===== config.mk =====
export PLATFORM = sky130hd
export DESIGN_NAME = multiport_vdma_wr
export DESIGN_NICKNAME = d
export VERILOG_FILES = /design/src/vdma_pkg.sv /design/src/channel_line_buffer.sv /design/src/ddr_addr_counter.sv /design/src/ddr_write_fsm.sv /design/src/multiport_vdma_wr.sv
export SDC_FILE = /design/constraint.sdc
export NUM_CORES = 2
export LEC_CHECK = 0
export ABC_AREA = 1
export BUFFER_PORTS_ARGS = -buffer_cell sky130_fd_sc_hd__buf_2
export CAP_MARGIN = 15
export CORE_ASPECT_RATIO = 1.25
export CORE_MARGIN = 4
export CORE_UTILIZATION = 40
export CTS_CLUSTER_SIZE = 25
export DETAILED_ROUTE_END_ITERATION = 8
export GPL_TIMING_DRIVEN = 0
export PLACE_DENSITY = 0.59
export REMOVE_ABC_BUFFERS = 1
export SYNTH_ARGS = -nofsm -noshare
export SYNTH_HDL_FRONTEND = slang
export SYNTH_SLANG_ARGS = --single-unit

===== constraint.sdc =====
create_clock -name axi_m00_inf -period 6.1 [get_ports axi_m00_inf]
set_input_delay 0.915 -clock axi_m00_inf [delete_from_list [all_inputs] [get_ports axi_m00_inf]]
set_output_delay 0.915 -clock axi_m00_inf [all_outputs]
set_load 0.01 [all_outputs]

===== src/vdma_pkg.sv =====
// --------------------------------------------------
// shared definitions for the video frame writer
//   data and address widths, burst constants
//   native DDR command codes
//   packed structs for pixel input and DDR port
// --------------------------------------------------
`default_nettype none

package vdma_pkg;

    // --------------------------------------------------
    // widths
    // --------------------------------------------------
    localparam int PIX_W        = 16;
    localparam int DDR_DSIZE    = 64;
    localparam int PIX_PER_WORD = DDR_DSIZE / PIX_W;
    localparam int ASIZE        = 27;

    // burst shape on the native port
    localparam int BURST_LEN = 8;
    // byte address step for one DDR word
    localparam int ADDR_STEP = DDR_DSIZE / 8;

    // native port command codes
    localparam logic [2:0] CMD_WRITE = 3'd0;
    localparam logic [2:0] CMD_READ  = 3'd1;

    // --------------------------------------------------
    // basic types
    // --------------------------------------------------
    typedef logic [PIX_W-1:0]     pixel_t;
    typedef logic [DDR_DSIZE-1:0] ddr_word_t;
    typedef logic [ASIZE-1:0]     ddr_addr_t;

    // one pixel input, 18 bits
    typedef struct packed {
        logic   vsync;
        logic   de;
        pixel_t data;
    } video_in_t;

    // command channel towards the controller
    typedef struct packed {
        ddr_addr_t  addr;
        logic [2:0] cmd;
        logic       en;
    } app_cmd_t;

    // write data channel towards the controller
    typedef struct packed {
        ddr_word_t              data;
        logic [DDR_DSIZE/8-1:0] mask;
        logic                   data_end;
        logic                   wren;
    } app_wdf_t;

    // status back from the controller
    typedef struct packed {
        logic rdy;
        logic wdf_rdy;
        logic calib_done;
    } app_stat_t;

endpackage

`default_nettype wire

===== src/channel_line_buffer.sv =====
// --------------------------------------------------
// per-channel pixel packer and word FIFO
//   four pixels per DDR word, pixel 0 in low bits
//   circular buffer with fill count
//   registered burst-ready flag, sticky overflow
// --------------------------------------------------
`default_nettype none

module channel_line_buffer #(
    parameter int FIFO_DEPTH = 16
) (
    input  logic                axi_m00_inf,
    input  logic                rst,
    input  logic                enable,
    input  vdma_pkg::video_in_t vin,
    input  logic                pop,
    output vdma_pkg::ddr_word_t head,
    output logic                burst_ready,
    output logic                overflow
);
    import vdma_pkg::*;

    localparam int PTR_W = $clog2(FIFO_DEPTH);

    // word storage, no reset needed
    ddr_word_t        mem [FIFO_DEPTH];
    ddr_word_t        pack_reg;
    ddr_word_t        pack_next;
    logic [1:0]       phase;
    logic [PTR_W-1:0] wr_ptr;
    logic [PTR_W-1:0] rd_ptr;
    logic [PTR_W:0]   fill;
    logic [PTR_W:0]   fill_next;
    logic             pix_take;
    logic             word_done;
    logic             fifo_full;
    logic             push;

    // --------------------------------------------------
    // packing
    // --------------------------------------------------
    // vsync wins over a pixel in the same cycle
    assign pix_take  = vin.de && enable && !vin.vsync;
    assign word_done = pix_take && (phase == 2'(PIX_PER_WORD - 1));

    // new pixel enters at the top, older ones slide down
    assign pack_next = {vin.data, pack_reg[DDR_DSIZE-1:PIX_W]};

    always_ff @(posedge axi_m00_inf) begin
        if (pix_take) begin
            pack_reg <= pack_next;
        end
    end

    // --------------------------------------------------
    // word FIFO
    // --------------------------------------------------
    assign fifo_full = (fill == (PTR_W + 1)'(FIFO_DEPTH));
    // completed word goes straight in, so it is visible next cycle
    assign push      = word_done && !fifo_full;
    assign head      = mem[rd_ptr];

    always_comb begin
        if (vin.vsync) begin
            fill_next = '0;
        end else begin
            fill_next = fill + (PTR_W + 1)'(push) - (PTR_W + 1)'(pop);
        end
    end

    always_ff @(posedge axi_m00_inf) begin
        if (push) begin
            mem[wr_ptr] <= pack_next;
        end
    end

    always_ff @(posedge axi_m00_inf) begin
        if (rst) begin
            phase       <= '0;
            wr_ptr      <= '0;
            rd_ptr      <= '0;
            fill        <= '0;
            burst_ready <= 1'b0;
            overflow    <= 1'b0;
        end else begin
            fill        <= fill_next;
            burst_ready <= (fill_next >= (PTR_W + 1)'(BURST_LEN));
            // word lost on a full FIFO, flag held until reset
            if (word_done && fifo_full) begin
                overflow <= 1'b1;
            end
            if (vin.vsync) begin
                // frame restart, partial word and buffered words dropped
                // expected during blanking, after the last burst drained
                phase  <= '0;
                wr_ptr <= '0;
                rd_ptr <= '0;
            end else begin
                if (pix_take) begin
                    phase <= phase + 2'd1;
                end
                if (push) begin
                    wr_ptr <= wr_ptr + 1'b1;
                end
                if (pop) begin
                    rd_ptr <= rd_ptr + 1'b1;
                end
            end
        end
    end

    // --------------------------------------------------
    // checks
    // --------------------------------------------------
    // sequencer only pops words that were announced as a burst
    a_pop_not_empty: assert property (@(posedge axi_m00_inf) disable iff (rst)
        pop |-> (fill != '0))
        else $error("pop seen while the channel FIFO is empty");

    a_fill_bound: assert property (@(posedge axi_m00_inf) disable iff (rst)
        fill <= (PTR_W + 1)'(FIFO_DEPTH))
        else $error("channel FIFO fill above its depth");

endmodule

`default_nettype wire


===== src/ddr_addr_counter.sv =====
// --------------------------------------------------
// per-channel DDR word address counter
//   word index within the frame, base plus offset
//   wraps after one frame, one-cycle frame pulse
// --------------------------------------------------
`default_nettype none

module ddr_addr_counter #(
    parameter int FRAME_WORDS = 64
) (
    input  logic                axi_m00_inf,
    input  logic                rst,
    input  vdma_pkg::ddr_addr_t base,
    input  logic                restart,
    input  logic                advance,
    output vdma_pkg::ddr_addr_t addr,
    output logic                frame_done
);
    import vdma_pkg::*;

    localparam int IDX_W = $clog2(FRAME_WORDS);

    logic [IDX_W-1:0] idx;
    logic             wrap;

    // last word of the frame being consumed
    assign wrap = advance && (idx == IDX_W'(FRAME_WORDS - 1));

    // byte address of the current word
    assign addr = base + ddr_addr_t'(idx) * ddr_addr_t'(ADDR_STEP);

    always_ff @(posedge axi_m00_inf) begin
        if (rst) begin
            idx        <= '0;
            frame_done <= 1'b0;
        end else begin
            // no frame pulse when vsync cuts the frame short
            frame_done <= wrap && !restart;
            if (restart) begin
                idx <= '0;
            end else if (wrap) begin
                idx <= '0;
            end else if (advance) begin
                idx <= idx + 1'b1;
            end
        end
    end

    // --------------------------------------------------
    // checks
    // --------------------------------------------------
    a_idx_range: assert property (@(posedge axi_m00_inf) disable iff (rst)
        int'(idx) < FRAME_WORDS)
        else $error("frame word index out of range");

endmodule

`default_nettype wire


===== src/ddr_write_fsm.sv =====
// --------------------------------------------------
// shared DDR write sequencer
//   round-robin grant over ready channels
//   fixed-length bursts on the native port
//   one data beat per write command
// --------------------------------------------------
`default_nettype none

module ddr_write_fsm #(
    parameter int NUM_CH = 2
) (
    input  logic                               axi_m00_inf,
    input  logic                               rst,
    input  logic                [NUM_CH-1:0]   burst_ready,
    input  vdma_pkg::ddr_word_t [NUM_CH-1:0]   head,
    input  vdma_pkg::ddr_addr_t [NUM_CH-1:0]   addr,
    input  vdma_pkg::app_stat_t                app_stat,
    output logic                [NUM_CH-1:0]   pop,
    output vdma_pkg::app_cmd_t                 app_cmd,
    output vdma_pkg::app_wdf_t                 app_wdf
);
    import vdma_pkg::*;

    localparam int CH_W   = (NUM_CH > 1) ? $clog2(NUM_CH) : 1;
    localparam int BEAT_W = $clog2(BURST_LEN);

    typedef enum logic [1:0] {
        IDLE,
        GRANT,
        WRITE
    } state_t;

    state_t            state;
    logic [CH_W-1:0]   grant;
    logic [CH_W-1:0]   last_ch;
    logic [CH_W-1:0]   next_ch;
    logic              next_found;
    logic [BEAT_W-1:0] beat_cnt;
    logic              beat_ok;
    logic              last_beat;

    // --------------------------------------------------
    // beat handshake
    // --------------------------------------------------
    // command and data both taken in the same cycle
    assign beat_ok   = (state == WRITE) && app_stat.rdy && app_stat.wdf_rdy;
    assign last_beat = beat_ok && (beat_cnt == BEAT_W'(BURST_LEN - 1));

    // granted channel drives the port
    always_comb begin
        app_cmd.addr     = addr[grant];
        app_cmd.cmd      = CMD_WRITE;
        app_cmd.en       = (state == WRITE);
        app_wdf.data     = head[grant];
        app_wdf.mask     = '0;
        app_wdf.data_end = 1'b1;
        app_wdf.wren     = (state == WRITE);
    end

    // pop the head word of the granted channel per accepted beat
    always_comb begin
        pop = '0;
        if (beat_ok) begin
            pop[grant] = 1'b1;
        end
    end

    // --------------------------------------------------
    // round-robin pick
    // --------------------------------------------------
    // search starts just after the last channel served
    always_comb begin
        next_ch    = last_ch;
        next_found = 1'b0;
        for (int i = 1; i <= NUM_CH; i++) begin
            if (!next_found && burst_ready[(int'(last_ch) + i) % NUM_CH]) begin
                next_ch    = CH_W'((int'(last_ch) + i) % NUM_CH);
                next_found = 1'b1;
            end
        end
    end

    // --------------------------------------------------
    // sequencer
    // --------------------------------------------------
    always_ff @(posedge axi_m00_inf) begin
        if (rst) begin
            state    <= IDLE;
            grant    <= '0;
            // channel 0 gets first turn
            last_ch  <= CH_W'(NUM_CH - 1);
            beat_cnt <= '0;
        end else begin
            case (state)
                IDLE: begin
                    // hold off until the controller is calibrated
                    if (app_stat.calib_done) begin
                        state <= GRANT;
                    end
                end
                GRANT: begin
                    if (!app_stat.calib_done) begin
                        state <= IDLE;
                    end else if (next_found) begin
                        grant    <= next_ch;
                        beat_cnt <= '0;
                        state    <= WRITE;
                    end
                end
                WRITE: begin
                    if (beat_ok) begin
                        beat_cnt <= beat_cnt + 1'b1;
                    end
                    // burst ends on its last accepted beat
                    if (last_beat) begin
                        last_ch <= grant;
                        state   <= GRANT;
                    end
                end
                default: begin
                    state <= IDLE;
                end
            endcase
        end
    end

    // --------------------------------------------------
    // checks
    // --------------------------------------------------
    // stalled command keeps address and data from the channel
    a_hold_stalled: assert property (@(posedge axi_m00_inf) disable iff (rst)
        (app_cmd.en && !(app_stat.rdy && app_stat.wdf_rdy)) |=>
        (app_cmd.en && $stable(app_cmd.addr) && $stable(app_wdf.data)))
        else $error("write command changed while stalled");

    // both enables stay up together until the beat is taken
    a_en_wren: assert property (@(posedge axi_m00_inf) disable iff (rst)
        (app_wdf.wren && !(app_stat.rdy && app_stat.wdf_rdy)) |=>
        (app_cmd.en && app_wdf.wren))
        else $error("command enable and write data enable dropped while stalled");

    a_one_pop: assert property (@(posedge axi_m00_inf) disable iff (rst)
        $onehot0(pop))
        else $error("more than one channel popped in a cycle");

endmodule

`default_nettype wire


===== src/multiport_vdma_wr.sv =====
// --------------------------------------------------
// multi-channel video frame writer, top level
//   per channel: pixel packer FIFO, address counter
//   one shared write sequencer on the DDR port
// --------------------------------------------------
`default_nettype none

module multiport_vdma_wr #(
    parameter int NUM_CH      = 2,
    parameter int FRAME_WORDS = 64,
    parameter int FIFO_DEPTH  = 16
) (
    input  logic                               axi_m00_inf,
    input  logic                               rst,
    // channel side
    input  logic                [NUM_CH-1:0]   ch_enable,
    input  vdma_pkg::ddr_addr_t [NUM_CH-1:0]   wr_baseaddr,
    input  vdma_pkg::video_in_t [NUM_CH-1:0]   vin,
    output logic                [NUM_CH-1:0]   overflow,
    // DDR native port
    input  vdma_pkg::app_stat_t                app_stat,
    output vdma_pkg::app_cmd_t                 app_cmd,
    output vdma_pkg::app_wdf_t                 app_wdf
);
    import vdma_pkg::*;

    // channel to sequencer
    logic      [NUM_CH-1:0] burst_ready;
    ddr_word_t [NUM_CH-1:0] head;
    ddr_addr_t [NUM_CH-1:0] ch_addr;
    // sequencer to channel
    logic      [NUM_CH-1:0] pop;

    // --------------------------------------------------
    // per-channel write path
    // --------------------------------------------------
    for (genvar c = 0; c < NUM_CH; c++) begin : g_ch

        channel_line_buffer #(
            .FIFO_DEPTH (FIFO_DEPTH)
        ) u_line_buffer (
            .axi_m00_inf (axi_m00_inf),
            .rst         (rst),
            .enable      (ch_enable[c]),
            .vin         (vin[c]),
            .pop         (pop[c]),
            .head        (head[c]),
            .burst_ready (burst_ready[c]),
            .overflow    (overflow[c])
        );

        // address steps with each word the sequencer takes
        // vsync restarts the frame at the base
        ddr_addr_counter #(
            .FRAME_WORDS (FRAME_WORDS)
        ) u_addr_counter (
            .axi_m00_inf (axi_m00_inf),
            .rst         (rst),
            .base        (wr_baseaddr[c]),
            .restart     (vin[c].vsync),
            .advance     (pop[c]),
            .addr        (ch_addr[c]),
            .frame_done  ()
        );

    end

    // --------------------------------------------------
    // shared sequencer
    // --------------------------------------------------
    ddr_write_fsm #(
        .NUM_CH (NUM_CH)
    ) u_write_fsm (
        .axi_m00_inf (axi_m00_inf),
        .rst         (rst),
        .burst_ready (burst_ready),
        .head        (head),
        .addr        (ch_addr),
        .app_stat    (app_stat),
        .pop         (pop),
        .app_cmd     (app_cmd),
        .app_wdf     (app_wdf)
    );

endmodule

`default_nettype wire


==> summary.md <==
| Metric | Value |
|---|---|
| Die Ht | 541.3 um |
| Port-buffer cells | 191 |
| CTS root buffer | clkbuf_16 |
| Grt ovf | 0 |
| Crit path kind | flop to output pin |
| Initial Utilization | 0.4023 |
| Slew margin rel. | 0.3271 |
| Least-Margin Pin Slew | 1.007 ns |
| Worst hold start | app_stat[0] |
| Design Area, Final | 103,900 um^2 |
| Sequential area share after synthesis | 0.7209 |
| H-tree Lvls | 4 |
| Clock group share of total power | 0.421 |
| Placed Area | 97,560 um^2 |
| Core footprint | 226,200 um^2 |
| Detail Route met3 WL | 12.44 mm |
| Final Slew Violations | 0 |
| Hold slack | 0.3881 ns |
| Post-Syn Area | 91,000 um^2 |
| # rows | 195 |
| Max FFs per register | 2,048 |
| Clock skew | 0.04425 ns |
| Combinational group share of total power | 0.007 |
| Layout cells sized above 1 | 0.08691 |
| Period utilization | 0.9421 |
| Vias in the first global route | 55,772 |
| Post-route ant nets | 0 |
| Yosys warns | 0 |
| Area grow syn2layout | 14.17% |
| Syn Inst Count | 7,739 |
| Most common cell after layout, fill and taps aside | nand2_1 |
| Pin count of the biggest net entering global routing | 142 |
| Routed wire per std cell | 22.17 um |
| Worst setup SP type | flop |
| Top sig layer | met5 |
| LEAKAGE | 36.86 nW |
| DRC Markers | 0 |
| Inst Count DP | 10,597 |
| Routed met2 length | 122.4 mm |
| GRT Total Usage | 0.2011 |
| Clk_lat worst skew | 0.84 ns |
| Post-Route WL | 243.3 mm |
| Post-Layout Cell Count | 10,973 |
| CP max FO | 100 |
| Worst setup EP type | output pin |
| Global-route wire length before repair | 356.5 mm |
| WL met1 | 96.99 mm |
| Via count | 58,494 |
| CP Data Arrival Time | 4.83 ns |
| Crit path required time | 5.18 ns |
| CTS Buf Count | 207 |
| Fmax | 174.0 MHz |
| Die area | 235,200 um^2 |
| Netlist cell types | 34 |
| Worst VDD drop | 0.0002173 V |
| FF+latch count, synth | 2,205 |
| Setup violation total in the final timing report | 0 |
| Chip width | 434.6 um |
| RSZ-0062 raised after global routing | no |
| P_int | 23.37 mW |
| Status | finished, final reports clean |
| Initial antenna violation count | 16 |
| Net switching power | 5.609 mW |
| Sw Share | 0.1936 |
| First-pass DRT Iterations | 6 |
| Initial DRC count | 5,075 |
| Final hold violations | 0 |
| Synthesized area per cell | 11.76 um^2 |
| Clock-pin slew on the worst setup and hold paths | 0.06 ns |
| Hold WC Path Type | primary input to flop |
| Layout Nets | 7,993 |
| PD cells | 278.9 nW/um^2 |
| Clk sink count | 2,205 |
| # fillers | 19,822 |
| GPL Wtd Cong | 0.8079 |
| I/O pin count | 204 |
| R2r startpoint | u_write_fsm.grant$_SDFFE_PP0P_ |
| Flop pwr share | 0.572 |
| Commonest non-fill, non-tap cells in the layout | nand2_1, edfxtp_1, nand3_1 |
| Minimum clock period | 5.747 ns |
| CTS tree | done |
| Vias/cell | 5.331 |
| Post-DP HPWL | 144.1 mm |
| Max cap viols | 0 |
| Clock Path Buffers | 4 |
## critical path, cell delays in order, from the launching register on
cell,delay [ns]
dfxtp_4,0.56
buf_12,0.29
buf_16,0.34
buf_16,0.28
buf_16,0.33
buf_16,0.31
buf_16,0.31
buf_16,0.29
a21oi_1,0.11
o21ai_0,0.09
nand3_1,0.11
nand3_1,0.09
nand2_1,0.05
nand2_1,0.21
nand2_1,0.22
buf_2,0.20
## power by group through the flow
stage	clock (mW)	sequential [mW]	combinational, mW
2_1_floorplan	0	16.9	0.0625
3_3_place_gp	0	16.9	0.187
3_5_place_dp	0	16.9	0.196
4_1_cts	12.4	16.6	0.196
5_1_grt	13.0	16.6	0.216
6_report	12.2	16.6	0.196
## kinds of logic after synthesis
kind of cell,Yosys count,share of synthesized area
and+or+nand+nor,3556,0.1649
DFF,2205,0.7209
buffers and inverters,1116,0.05211
AOI/OAI and AO/OA,804,0.05442
adders and majority gates,43,0.006243
xor gates and xnor gates,12,0.001155
other,2,0.00008253
muxes,1,0.0001100
## cells in the mapped netlist
library cell	instances	area share
clkbuf_1	193	0.0080
o211ai_2	21	0.0029
nand3_1	1236	0.068
mux2i_1	1	0.00011
o31ai_1	2	0.00016
xnor2_1	5	0.00048
buf_1	38	0.0016
nor3b_1	2	0.00016
edfxtp_1	2144	0.71
dfxtp_1	61	0.013
a21oi_1	243	0.013
inv_2	5	0.00021
and2_1	2	0.00014
nor3_1	10	0.00055
buf_6	36	0.0045
conb_1	2	0.000083
o21bai_1	1	0.000083
a21boi_0	1	0.000083
nand4_1	17	0.0012
nor3_2	1	0.00011
o21ai_0	231	0.013
fa_1	4	0.00088
or2_2	4	0.00027
nand3b_1	8	0.00066
xor2_1	7	0.00067
a21o_1	3	0.00025
inv_1	650	0.027
nand2_1	2163	0.089
buf_2	178	0.0098
buf_4	16	0.0013
ha_1	39	0.0054
o21ai_1	1	0.000055
nor2_1	113	0.0047
o211ai_1	301	0.025
## final cells by class
| class | instances | area, um^2 | area share |
|---|---|---|---|
| Antenna cell | 10 | 25.02 | 0.0002409 |
| Clock buffer | 261 | 5425 | 0.05222 |
| Clock inverter | 103 | 825.8 | 0.007949 |
| Inverter | 655 | 2506 | 0.02412 |
| Multi-Input combinational cell | 4428 | 20930 | 0.2015 |
| Sequential cell | 2205 | 65640 | 0.6318 |
| Tap cell | 2955 | 3697 | 0.03559 |
| Timing Repair Buffer | 356 | 4842 | 0.04661 |
## routing by layer
layer  global-route usage  vias up
li1                     -    27244
met1               0.2529    28926
met2               0.3496     1799
met3              0.02280      517
met4              0.08915        8
met5                    0        -
## repair_timing
| action | CTS | global route |
|---|---|---|
| endpoints found under the setup margin | 0 | 7 |
| hold buffers | 0 | 0 |
| gates resized for setup | 0 | 0 |
| setup buffers | 0 | 1 |
## through the flow
step	setup WS, ns	power (mW)	util	TNS (ns)
after detailed placement	1.005	17.09	0.4313	0
after global placement	-44.96	17.09	0.4130	-
after global routing	0.01279	29.79	0.4593	0
after floorplan	-16.50	16.94	-	-1056.21
after CTS	0.1238	29.20	0.4590	0
final	0.3531	28.98	0.4593	0
## path summary, 6_finish.rpt
path	end	slack (ns)	cells after the start
setup reg to reg	g_ch[1].u_line_buffer.burst_ready$_SDFF_PP0_	2.72	13
setup / recovery	app_wdf[32]	0.35	15
hold / removal	u_write_fsm.state[0]$_SDFFE_PP0P_	0.39	3
hold reg to reg	u_write_fsm.beat_cnt[1]$_SDFFE_PP0P_	0.48	2
Power figures use the tool's default switching activity.
